File: src/design/vdpu_settings.svh
`ifndef VDPU_SETTINGS_SVH
`define VDPU_SETTINGS_SVH

//////////////////////////////////////////////////
// Datapath geometry
//////////////////////////////////////////////////

`define VDPU_LANES   8    // Lanes in the vector unit
`define VDPU_WORD_W  32   // One lane word
`define VDPU_IMM_W   5

// log2 of the lane count
`define VDPU_SLIDE_W 3

`endif
File: src/design/vdpu_pkg.sv
`include "vdpu_settings.svh"

package vdpu_pkg;

   //////////////////////////////////////////////////
   // Instruction encodings
   //////////////////////////////////////////////////

   typedef enum logic [1:0] {
      SEW8  = 2'd0,
      SEW16 = 2'd1,
      SEW32 = 2'd2   // Code 3 is illegal
   } sew_e;

   typedef enum logic [2:0] {
      OP_ADD     = 3'd0,
      OP_SUB     = 3'd1,
      OP_AND     = 3'd2,
      OP_OR      = 3'd3,
      OP_XOR     = 3'd4,
      OP_SLIDEUP = 3'd5,
      OP_SLIDEDN = 3'd6
   } alu_op_e;

   // Source of operand b
   typedef enum logic [1:0] {
      SRC_VS2 = 2'd0,
      SRC_X   = 2'd1,
      SRC_IMM = 2'd2
   } op2_sel_e;

   // Lane word, whole or as bytes 0..3
   typedef union packed {
      logic [`VDPU_WORD_W-1:0] word;
      logic [3:0][7:0]         bytes;
   } lane_word_u;

   typedef lane_word_u [`VDPU_LANES-1:0] lane_vec_t;   // Lane 0 in the low word

endpackage

File: src/design/result_scatter.sv
`timescale 1ns/1ps
`include "vdpu_settings.svh"

module result_scatter
(
   input  logic                clk_i,
   input  logic                rst_i,
   input  logic                advance_i,
   input  logic                valid_i,
   input  vdpu_pkg::alu_op_e   op_i,
   input  vdpu_pkg::sew_e      sew_i,
   input  vdpu_pkg::lane_vec_t alu_res_i,
   input  vdpu_pkg::lane_vec_t slide_res_i,
   output logic                valid_o,
   output vdpu_pkg::lane_vec_t vd_o
);
   import vdpu_pkg::*;

   lane_vec_t scat;

   // Element bytes back to position p: lane p mod 8, byte p div 8
   always_comb
   begin
      int p;
      scat = '0;
      case (sew_i)
         SEW8:
            scat = alu_res_i;
         SEW16:
         begin
            for (int g = 0; g < `VDPU_LANES; g++)
            begin
               for (int j = 0; j < 2; j++)
               begin
                  p = 2 * g + j;
                  scat[p % `VDPU_LANES].bytes[p / `VDPU_LANES]     = alu_res_i[g].bytes[j];
                  scat[p % `VDPU_LANES].bytes[p / `VDPU_LANES + 2] = alu_res_i[g].bytes[j];
               end
            end
         end
         default:
         begin
            for (int g = 0; g < `VDPU_LANES; g++)
            begin
               for (int j = 0; j < 4; j++)
               begin
                  p = 4 * g + j;
                  scat[p % `VDPU_LANES].bytes[p / `VDPU_LANES] = alu_res_i[g].bytes[j];
               end
            end
         end
      endcase

      // Slide words are already in place
      if (op_i == OP_SLIDEUP || op_i == OP_SLIDEDN)
         scat = slide_res_i;
   end

   //////////////////////////////////////////////////
   // Output register
   //////////////////////////////////////////////////

   always_ff @(posedge clk_i)
   begin
      if (!rst_i)
         valid_o <= 1'b0;
      else if (advance_i)
         valid_o <= valid_i;
   end

   always_ff @(posedge clk_i)
   begin
      if (advance_i)
         vd_o <= scat;   // Held during a stall
   end

endmodule

File: config.mk
export PLATFORM = sky130hd
export DESIGN_NAME = result_scatter
export DESIGN_NICKNAME = d
export VERILOG_FILES = /design/src/design/vdpu_pkg.sv /design/src/design/result_scatter.sv
export VERILOG_INCLUDE_DIRS = /design/src /design/src/design
export SDC_FILE = /design/constraint.sdc
export NUM_CORES = 1
export LEC_CHECK = 0
export BUFFER_PORTS_ARGS = -buffer_cell sky130_fd_sc_hd__buf_2
export CORE_AREA = 2 2 305 307
export DETAILED_ROUTE_END_ITERATION = 8
export DIE_AREA = 0 0 307 309
export PLACE_DENSITY_LB_ADDON = 0.05
export SLEW_MARGIN = 20
export SYNTH_ARGS = -nofsm -noshare
export SYNTH_HDL_FRONTEND = slang
export SYNTH_SLANG_ARGS = --single-unit
File: constraint.sdc
create_clock -name clk_i -period 2.7 [get_ports clk_i]
set_input_delay 0.54 -clock clk_i [delete_from_list [all_inputs] [get_ports clk_i]]
set_output_delay 0.54 -clock clk_i [all_outputs]
set_load 0.05 [all_outputs]
==> results.py <==
metrics = {
    "final_layout": {
        "fillers": 9998,
        "fin_area_mm2": 0.02277,
        "mostFrequentLayoutCell": "buf_2",
        "final_cell_mix": "buf_2 (773), edfxtp_1 (256), mux2i_1 (249), nand3_1 (248), o21ai_0 (248)",
        "syn2layout_area_growth_pct": 42.76,
        "layout.nets": 2642,
        "drive_above_1_share": 0.5235,
    },
    "clocking": {
        "h-tree-depth": 2,
        "cts_root_buffer": "clkbuf_16",
        "postCtsSetupBuffers": 0,
        "clock_path_buffers": 3,
        "cts_tree": "yes",
        "clock_latency_ns": 0.56,
        "hold_buffers": 0,
        "cts.clk_slew.worst_paths_ns": 0.05,
        "cts.sinks": 257,
        "cts-resized-gates": 0,
        "numCtsBuffers": 40,
    },
    "power_and_ir_drop": {
        "clkPwrFrac": 0.336,
        "swShare": 0.3837,
        "p_seq_frac": 0.347,
        "peakVddDrop_mv": 0.3252,
        "p_int_uw": 9116,
        "leakagePower_uw": 0.009578,
        "p_per_area_mw_per_mm2": 649.6,
        "p_comb_frac": 0.318,
        "p_sw_uw": 5677,
    },
    "synthesis": {
        "synth.distinct_cells": 17,
        "yosys_warnings": 0,
        "postSynthAreaPerCell_um2": 11.60,
        "ys_ff_latch": 257,
        "syn_nets": 1896,
        "syn_inst": 1375,
        "synth_area_mm2": 0.01595,
        "ys_seq_area_frac": 0.4832,
    },
    "floorplanning": {
        "die_h_um": 309,
        "dieArea_mm2": 0.09486,
        "fp-row-count": 111,
        "die_w_um": 307,
        "start_util": 0.1746,
        "core_area_mm2": 0.09139,
        "ios": 778,
    },
    "timing": {
        "slew_headroom": 0.4983,
        "period_minus_slack_ns": 1.928,
        "setup_violations": 0,
        "worst_pin_slew_ns": 0.7525,
        "slew_viol_final": 0,
        "maxClockFrequency_mhz": 518.7,
        "tns_ns": 0,
        "period_share": 0.7141,
        "final_hold_viol_count": 0,
        "rsz0062_at_grt": "no",
        "finalClockSkew_ns": 0,
    },
    "route": {
        "wl_per_cell_um": 32.59,
        "drt-total-wl_mm": 109.4,
        "num_vias": 15340,
        "ant_nets": 0,
        "drcViolationCount": 0,
        "vias_per_cell": 4.571,
        "drtIter0Drc": 907,
        "drtPass1Iterations": 5,
    },
    "setup_path": {
        "cp_slowest_cell": "edfxtp_1",
        "critPathTopFamily": "flip-flops",
        "cp.arrival_ns": 1.39,
        "crit_chain": "buf_2",
        "path_buf_inv": 1,
        "crit_path_max_fanout": 1,
        "worstPathRequired_ns": 2.16,
        "r2r-start": "valid_o",
        "cp-start-kind": "register",
        "worstSetupPathType": "reg -> out",
        "r2r_cells": 2,
        "endpoint_kind": "output port",
        "r2r-end": "valid_o",
        "reg2reg_setup_slack_ns": 2.11,
        "slowest_delay_ns": 0.49,
    },
    "placement": {
        "place.gp.congestion": 0.8581,
        "dpl_cell_area_mm2": 0.02155,
        "port_buffers": 777,
        "dp_hpwl_mm": 85.37,
    },
    "hold_path": {
        "hold_start": "rst_i",
        "hold_depth": 2,
        "hold_path.class": "in -> reg",
        "worstHoldEndpoint": "valid_o",
    },
    "global_routing": {
        "grt_max_degree": 113,
        "grt-ovfl-total": 0,
        "grt_pass1_vias": 16120,
        "grt_pass1_wl_mm": 142.7,
        "grt_usage": 0.2207,
        "antenna_found_initial": 54,
    },
    "outcome": {
        "outcome": "completed",
    },
    "run": {
        "cap_violations": 0,
    },
}
==> routing by layer <==
metal / GRT usage / part of all wire / routed length, um
met2: 0.3711 / 0.48 / 52810
met4: 0.06307 / 0.026 / 2861
met1: 0.2817 / 0.43 / 46710
met5: 0 / 0.0013 / 140
met3: 0.05145 / 0.063 / 6849
==> power groups by stage <==
stage	Sequential (uW)	Clock [uW]	Combinational (uW)
global route	5170	5240	4930
detailed placement	5210	0	4750
global placement	5220	0	4760
CTS	5140	5120	4760
floorplan	6800	0	1140
finish	5130	4970	4700
==> area by class of cell <==
class / instances / area [um2] / share of cell area
antenna: 23 / 57.56 / 0.002527
clock buffer: 50 / 1060 / 0.04654
clock inverter: 18 / 107.6 / 0.004725
multi-input combinational: 982 / 7642 / 0.3356
sequential: 257 / 7707 / 0.3384
tap: 1186 / 1484 / 0.06516
timing repair buffer: 840 / 4715 / 0.2070
==> kinds of logic (layout without fill, tap and decap cells) <==
group	count (synthesis)	after routing	share of synthesized area
compound gates	248	248	0.07781
simple gates	252	252	0.07938
mux	481	481	0.3200
other cells	0	23	0
flops	257	257	0.4832
buf+inv	136	908	0.03906
xor+xnor	1	1	0.0005492
==> per-stage QoR <==
step / worst slack [ns] / std cells / util / hold WS (ns) / total power [uW]
finish: 0.7720 / 3356 / 0.2492 / 0.1892 / 14790
global route: 0.7282 / 3347 / 0.2490 / 0.1820 / 15340
CTS: 0.6895 / 3333 / 0.2486 / 0.1487 / 15010
detailed placement: 0.4700 / 3265 / 0.2358 / 0.5120 / 9955
global placement: 0.4623 / 3265 / 0.2358 / 0.5031 / 9974
floorplan: 0.7837 / 1375 / - / 0.6525 / 7941
==> synthesized netlist by cell type <==
cell / count / share of area
and2_0: 1 / 0.00039
buf_1: 9 / 0.0021
buf_2: 68 / 0.021
buf_4: 6 / 0.0028
clkbuf_1: 49 / 0.012
clkbuf_2: 4 / 0.0013
dfxtp_1: 1 / 0.0013
edfxtp_1: 256 / 0.48
mux2_1: 2 / 0.0014
mux2_2: 230 / 0.16
mux2i_1: 249 / 0.16
nand2b_1: 1 / 0.00039
nand3_1: 248 / 0.078
nor2_2: 1 / 0.00039
nor2b_1: 1 / 0.00039
o21ai_0: 248 / 0.078
xor2_1: 1 / 0.00055
==> how the worst max path moves through the flow <==
stage               startpoint   endpoint  depth (start not counted)
floorplan              op_i[1]    vd_o[6]                          6
global placement      sew_i[1]  vd_o[103]                          4
detailed placement    sew_i[1]   vd_o[97]                          4
CTS                  vd_o[208]  vd_o[208]                          1
global route         vd_o[208]  vd_o[208]                          1
finish               vd_o[208]  vd_o[208]                          1
==> sequential cells by signal (all words and copies together) (netlist names) <==
signal and count:
vd_o 256, valid_o 1
Note: power is estimated with default switching activity, not from simulation.
