## src/design/vdpu_settings.svh

```systemverilog
`ifndef VDPU_SETTINGS_SVH
`define VDPU_SETTINGS_SVH

//////////////////////////////////////////////////
// Datapath geometry
//////////////////////////////////////////////////

`define VDPU_LANES   8    // Lanes in the vector unit
`define VDPU_WORD_W  32   // One lane word
`define VDPU_IMM_W   5

// log2 of the lane count
`define VDPU_SLIDE_W 3

`endif
```

## src/design/vdpu_pkg.sv

```systemverilog
`include "vdpu_settings.svh"

package vdpu_pkg;

   //////////////////////////////////////////////////
   // Instruction encodings
   //////////////////////////////////////////////////

   typedef enum logic [1:0] {
      SEW8  = 2'd0,
      SEW16 = 2'd1,
      SEW32 = 2'd2   // Code 3 is illegal
   } sew_e;

   typedef enum logic [2:0] {
      OP_ADD     = 3'd0,
      OP_SUB     = 3'd1,
      OP_AND     = 3'd2,
      OP_OR      = 3'd3,
      OP_XOR     = 3'd4,
      OP_SLIDEUP = 3'd5,
      OP_SLIDEDN = 3'd6
   } alu_op_e;

   // Source of operand b
   typedef enum logic [1:0] {
      SRC_VS2 = 2'd0,
      SRC_X   = 2'd1,
      SRC_IMM = 2'd2
   } op2_sel_e;

   // Lane word, whole or as bytes 0..3
   typedef union packed {
      logic [`VDPU_WORD_W-1:0] word;
      logic [3:0][7:0]         bytes;
   } lane_word_u;

   typedef lane_word_u [`VDPU_LANES-1:0] lane_vec_t;   // Lane 0 in the low word

endpackage

```

## src/design/lane_alu.sv

```systemverilog
`timescale 1ns/1ps
`include "vdpu_settings.svh"

module lane_alu
(
   input  logic                 clk_i,
   input  logic                 rst_i,
   input  logic                 advance_i,
   input  logic                 valid_i,
   input  vdpu_pkg::alu_op_e    op_i,
   input  vdpu_pkg::sew_e       sew_i,
   input  vdpu_pkg::lane_word_u opa_i,
   input  vdpu_pkg::lane_word_u opb_i,
   output logic                 valid_o,
   output vdpu_pkg::lane_word_u res_o
);
   import vdpu_pkg::*;

   lane_word_u              res_d;
   logic [`VDPU_WORD_W-1:0] tmp;

   // Narrow elements come in zero-extended, the caller keeps the low bits
   function automatic logic [`VDPU_WORD_W-1:0] elem_op
   (
      input alu_op_e                 op,
      input logic [`VDPU_WORD_W-1:0] a,
      input logic [`VDPU_WORD_W-1:0] b
   );
      case (op)
         OP_ADD:  elem_op = a + b;
         OP_SUB:  elem_op = a - b;
         OP_AND:  elem_op = a & b;
         OP_OR:   elem_op = a | b;
         OP_XOR:  elem_op = a ^ b;
         default: elem_op = a;   // Slides go through the network
      endcase
   endfunction

   always_comb
   begin
      res_d = '0;
      tmp   = '0;
      case (sew_i)
         SEW8:
         begin
            // Four independent byte elements
            for (int i = 0; i < 4; i++)
            begin
               tmp = elem_op(op_i, {24'h0, opa_i.bytes[i]}, {24'h0, opb_i.bytes[i]});
               res_d.bytes[i] = tmp[7:0];
            end
         end
         SEW16:
         begin
            tmp = elem_op(op_i, {16'h0, opa_i.word[15:0]}, {16'h0, opb_i.word[15:0]});
            res_d.word = {16'h0, tmp[15:0]};   // Upper half stays zero
         end
         default:
            res_d.word = elem_op(op_i, opa_i.word, opb_i.word);
      endcase
   end

   //////////////////////////////////////////////////
   // Stage 2 register
   //////////////////////////////////////////////////

   always_ff @(posedge clk_i)
   begin
      if (!rst_i)
         valid_o <= 1'b0;
      else if (advance_i)
         valid_o <= valid_i;
   end

   always_ff @(posedge clk_i)
   begin
      if (advance_i)
         res_o <= res_d;
   end

   a_op_legal : assert property (@(posedge clk_i) disable iff (!rst_i)
      valid_i |-> op_i inside {OP_ADD, OP_SUB, OP_AND, OP_OR, OP_XOR, OP_SLIDEUP, OP_SLIDEDN});

endmodule

```

## config.mk

```make
export PLATFORM = sky130hd
export DESIGN_NAME = lane_alu
export DESIGN_NICKNAME = d
export VERILOG_FILES = /design/src/design/vdpu_pkg.sv /design/src/design/lane_alu.sv
export VERILOG_INCLUDE_DIRS = /design/src /design/src/design
export SDC_FILE = /design/constraint.sdc
export NUM_CORES = 1
export LEC_CHECK = 0
export BUFFER_PORTS_ARGS = -buffer_cell sky130_fd_sc_hd__buf_2
export CORE_ASPECT_RATIO = 1.75
export CORE_MARGIN = 2
export CORE_UTILIZATION = 65
export CTS_BUF_LIST = sky130_fd_sc_hd__clkbuf_4
export CTS_CLUSTER_DIAMETER = 200
export DETAILED_ROUTE_END_ITERATION = 10
export GPL_ROUTABILITY_DRIVEN = 0
export PLACE_DENSITY = 0.95
export SYNTH_ARGS = -nofsm -noshare
export SYNTH_HDL_FRONTEND = slang
export SYNTH_SLANG_ARGS = --single-unit
export TNS_END_PERCENT = 100
```

## constraint.sdc

```tcl
create_clock -name clk_i -period 5.71 [get_ports clk_i]
set_input_delay 0.571 -clock clk_i [delete_from_list [all_inputs] [get_ports clk_i]]
set_output_delay 0.571 -clock clk_i [all_outputs]
set_load 0.01 [all_outputs]
```

==> summary.txt <==
Final layout
  • Nets@finish: 1237
  • Layout cell share with drive strength beyond 1: 13.06%
  • Fill cell count: 836
  • Synth-to-layout area growth: 8.958%

Synth
  • Synthesis-stage register bit count: 33
  • Mux contribution to synthesized area: 0.9837%
  • Asr flop ratio synth: 0%
  • Post-synthesis sequential area ratio: 13.77%
  • Avg Cell Area, Syn: 7.374 sq um
  • Post-synthesis adder-cell area fraction: 22.20%
  • Cell variety after synth: 66
  • Dominant synthesized flop cell: edfxtp_1
  • Yosys top cell by area: ha_1
  • Post-Syn Area: 7123 sq um
  • Synth top area share: 21.08%
  • Top cells by area, synth: ha_1 21%, edfxtp_1 13%, xnor2_1 7.6%
  • Count of warnings emitted by yosys: 0
  • Post-synth EDFFs: 32
  • Compound-Gate Fraction of Synth Area: 28.97%
  • Area share of and/or/nand/nor cells after synthesis: 16.95%
  • Net count after synthesis: 1163
  • Largest family of logic cells by synthesized area: compound AO/OA/AOI/OAI gates
  • Synth Instances: 966
  • Post-synthesis xor/xnor area fraction: 9.942%

Critical path
  • CP max stage cell: or3b_2
  • Slowest stage delay, CP: 0.49 ns
  • Crit Path Category: input port to flip-flop
  • CP Cell Sequence: buf_2 > inv_1 > ha_1 > or3b_2 > nor3_1 > nand2_1 > o31ai_4 > and2_1 > o21ai_0 > xnor2_1 > ha_1 > and3_1 > and2_1 > nand3_1 > a21oi_1 > o31ai_1 > and3_1 > o31ai_1
  • CP bufs+invs: 2
  • Worst Path Required: 5.88 ns
  • RR Endpoint: valid_o
  • Worst Setup End Kind: flip-flop
  • Worst r2r src: valid_o
  • CP delay by family, top: simple AND/OR/NAND/NOR gates
  • Reg2Reg Setup Slack: 5.12 ns
  • Worst Path Arrival: 4.66 ns
  • Startpoint types: input port
  • Worst Reg2Reg Path Length in Cells: 2
  • Worst Path Max Fanout: 7

Global routing
  • GR Overflow Total: 0
  • GRT Util Overall: 34.98%
  • Number of global-route vias before repair: 7562
  • Initial antenna violation count: 1
  • First-pass GRT wire length: 33770 microns
  • Largest net degree at the start of global routing: 89

Clocking
  • Post-cts resize count: 0
  • Clk_lat worst skew: 0.38 ns
  • TritonCTS clock tree: built
  • Cts bufs inserted: 5
  • H-Tree Depth: 2
  • Post-CTS Setup Bufs: 0
  • Root Buffer: clkbuf_4
  • Hold_buf cts: 0
  • Clock tree buffer depth: 2
  • CTS Sinks: 33
  • Worst-path clk slew: 0.13 ns

Power
  • Power Density: 158.2 nW/um^2
  • Pleak: 3.686 nW
  • Total power: 1.228 mW
  • Peak VDD IR: 0.1383 mV

Route
  • Iter 0 DRT Violations: 782
  • DR WL/cell: 18.34 microns
  • Remaining antenna violation count: 0
  • Via count: 7842
  • First-pass iteration count of the detailed router: 5
  • Residual DRC count: 0
  • Via density: 6.691
  • DRT Wirelength: 21500 microns

Hold path
  • Hold Crit Depth: 2
  • HP Class: input port to flip-flop
  • Hold path endpoint: valid_o
  • HP Start: rst_i

Timing
  • Slew HR: 26.74%
  • Final min period: 4.490 ns
  • Slew @ Worst Pin: 1.095 ns
  • Final setup violation count: 0
  • Hold Violations, Final: 0
  • Final Max Tran Viols: 0
  • Post-route clock skew: 0 ns
  • Final period utilization: 78.64%
  • Setup_tns: 0 ns
  • RSZ-0062 raised after global routing: false
  • Max Fclk: 222.7 MHz

Flow run
  • Maxcap violations: 0

Die
  • Ports: 106
  • Width of the chip: 83.14 microns
  • Row Count: 50
  • Starting Density: 66.58%
  • Die area: 11850 sq um
  • Die H: 142.5 microns
  • Core box area: 10700 sq um

Status
  • Outcome: finished clean

Placement
  • HPWL after detailed placement: 16350 microns
  • Port Buffers: 105
area by class of cell:
class	count	area [sq um]	area share, %
Multi-Input combinational cell	797	5633	72.58
Sequential cell	33	980.9	12.64
Timing Repair Buffer	114	593.1	7.641
Inverter	89	334.1	4.304
Tap cell	130	162.7	2.096
Clock buffer	6	45.04	0.5804
Clock inverter	2	10.01	0.1290
Antenna cell	1	2.502	0.03224
worst max-delay path by stage:
stage,startpoint,end,depth (start not counted)
6_report,opb_i[9],res_o[28],18
5_1_grt,opb_i[9],res_o[28],18
4_1_cts,opb_i[8],res_o[28],18
3_5_place_dp,opb_i[8],res_o[28],18
3_3_place_gp,opb_i[8],res_o[28],18
2_1_floorplan,op_i[2],res_o[12],16
placed cells by master (no fill, tap or decap), drive strengths merged, types with 7 or more instances in the layout:
master and n:
a22oi 7, a21oi 98, a22o 9, nand2b 16, buf 114, mux2i 7, and3 8, a21o 24
nand2 77, xnor2 63, o211ai 10, ha 120, a31oi 14, inv 89, nor2 79, xor2 17
o31ai 11, o21a 23, nor3 19, edfxtp 32, nor2b 9, o21ai 86, nand3 15, o22ai 16
stage by stage:
step                      utilization [%]  area, sq um  worst slack (ns)  hold WS, ns  instances
after floorplan                         -         7123             1.722       0.5383        966
after global placement              72.01         7704             1.263       0.4899       1163
after detailed placement            72.01         7704             1.112       0.5103       1163
after CTS                           72.53         7759             1.484       0.3863       1171
after global routing                72.55         7761             1.137       0.4152       1172
final                               72.55         7761             1.220       0.3878       1172
sequential cells by signal (all words and copies together), names as in the netlist:
register  cells
res_o        32
valid_o       1
Yosys cell counts, drive strengths merged, types with 4 or more instances:
| cell | number |
|---|---|
| and2 | 4 |
| a211oi | 4 |
| nor3b | 5 |
| nor2b | 9 |
| a22o | 9 |
| a221oi | 4 |
| nand3 | 15 |
| mux2i | 7 |
| nand2b | 16 |
| o22ai | 16 |
| nor4 | 6 |
| fa | 4 |
| clkbuf | 38 |
| o21ai | 86 |
| edfxtp | 32 |
| nor2 | 79 |
| nand2 | 77 |
| o21a | 23 |
| a22oi | 7 |
| xnor2 | 63 |
| a21oi | 98 |
| and3 | 8 |
| a21o | 24 |
| o211ai | 10 |
| a31oi | 14 |
| nor3 | 19 |
| o31ai | 11 |
| xor2 | 17 |
| ha | 120 |
| inv | 89 |
| buf | 9 |
| or3 | 4 |
report_power, final:
group          internal [mW]  switching (mW)  total, mW
combinational          0.306           0.457      0.764
sequential             0.303         0.00741      0.311
clock                 0.0517           0.102      0.154
metal layers:
layer,vias up,GRT usage [%],part of all wire (%)
met2,488,62.69,49
met1,3579,34.17,33
met3,184,4.872,7.3
li1,3591,-,-
met4,0,32.36,9.9
met5,-,0,0
worst register-to-register path: stages (launching register included):
cell	delay, ns
dfxtp_1	0.33
mux2i_1	0.11
nor2b_1	0.06
kinds of logic (layout without fill, tap and decap cells):
logic type	Yosys count	in the layout
AO/OA/AOI/OAI	329	329
buffers and inverters	136	211
multiplexers	7	7
flip-flops	33	33
adder cells (fa/ha/maj)	124	124
XOR/XNOR	80	80
other	0	1
AND/OR/NAND/NOR	257	257
No activity file was read; power rests on OpenSTA's default activity.
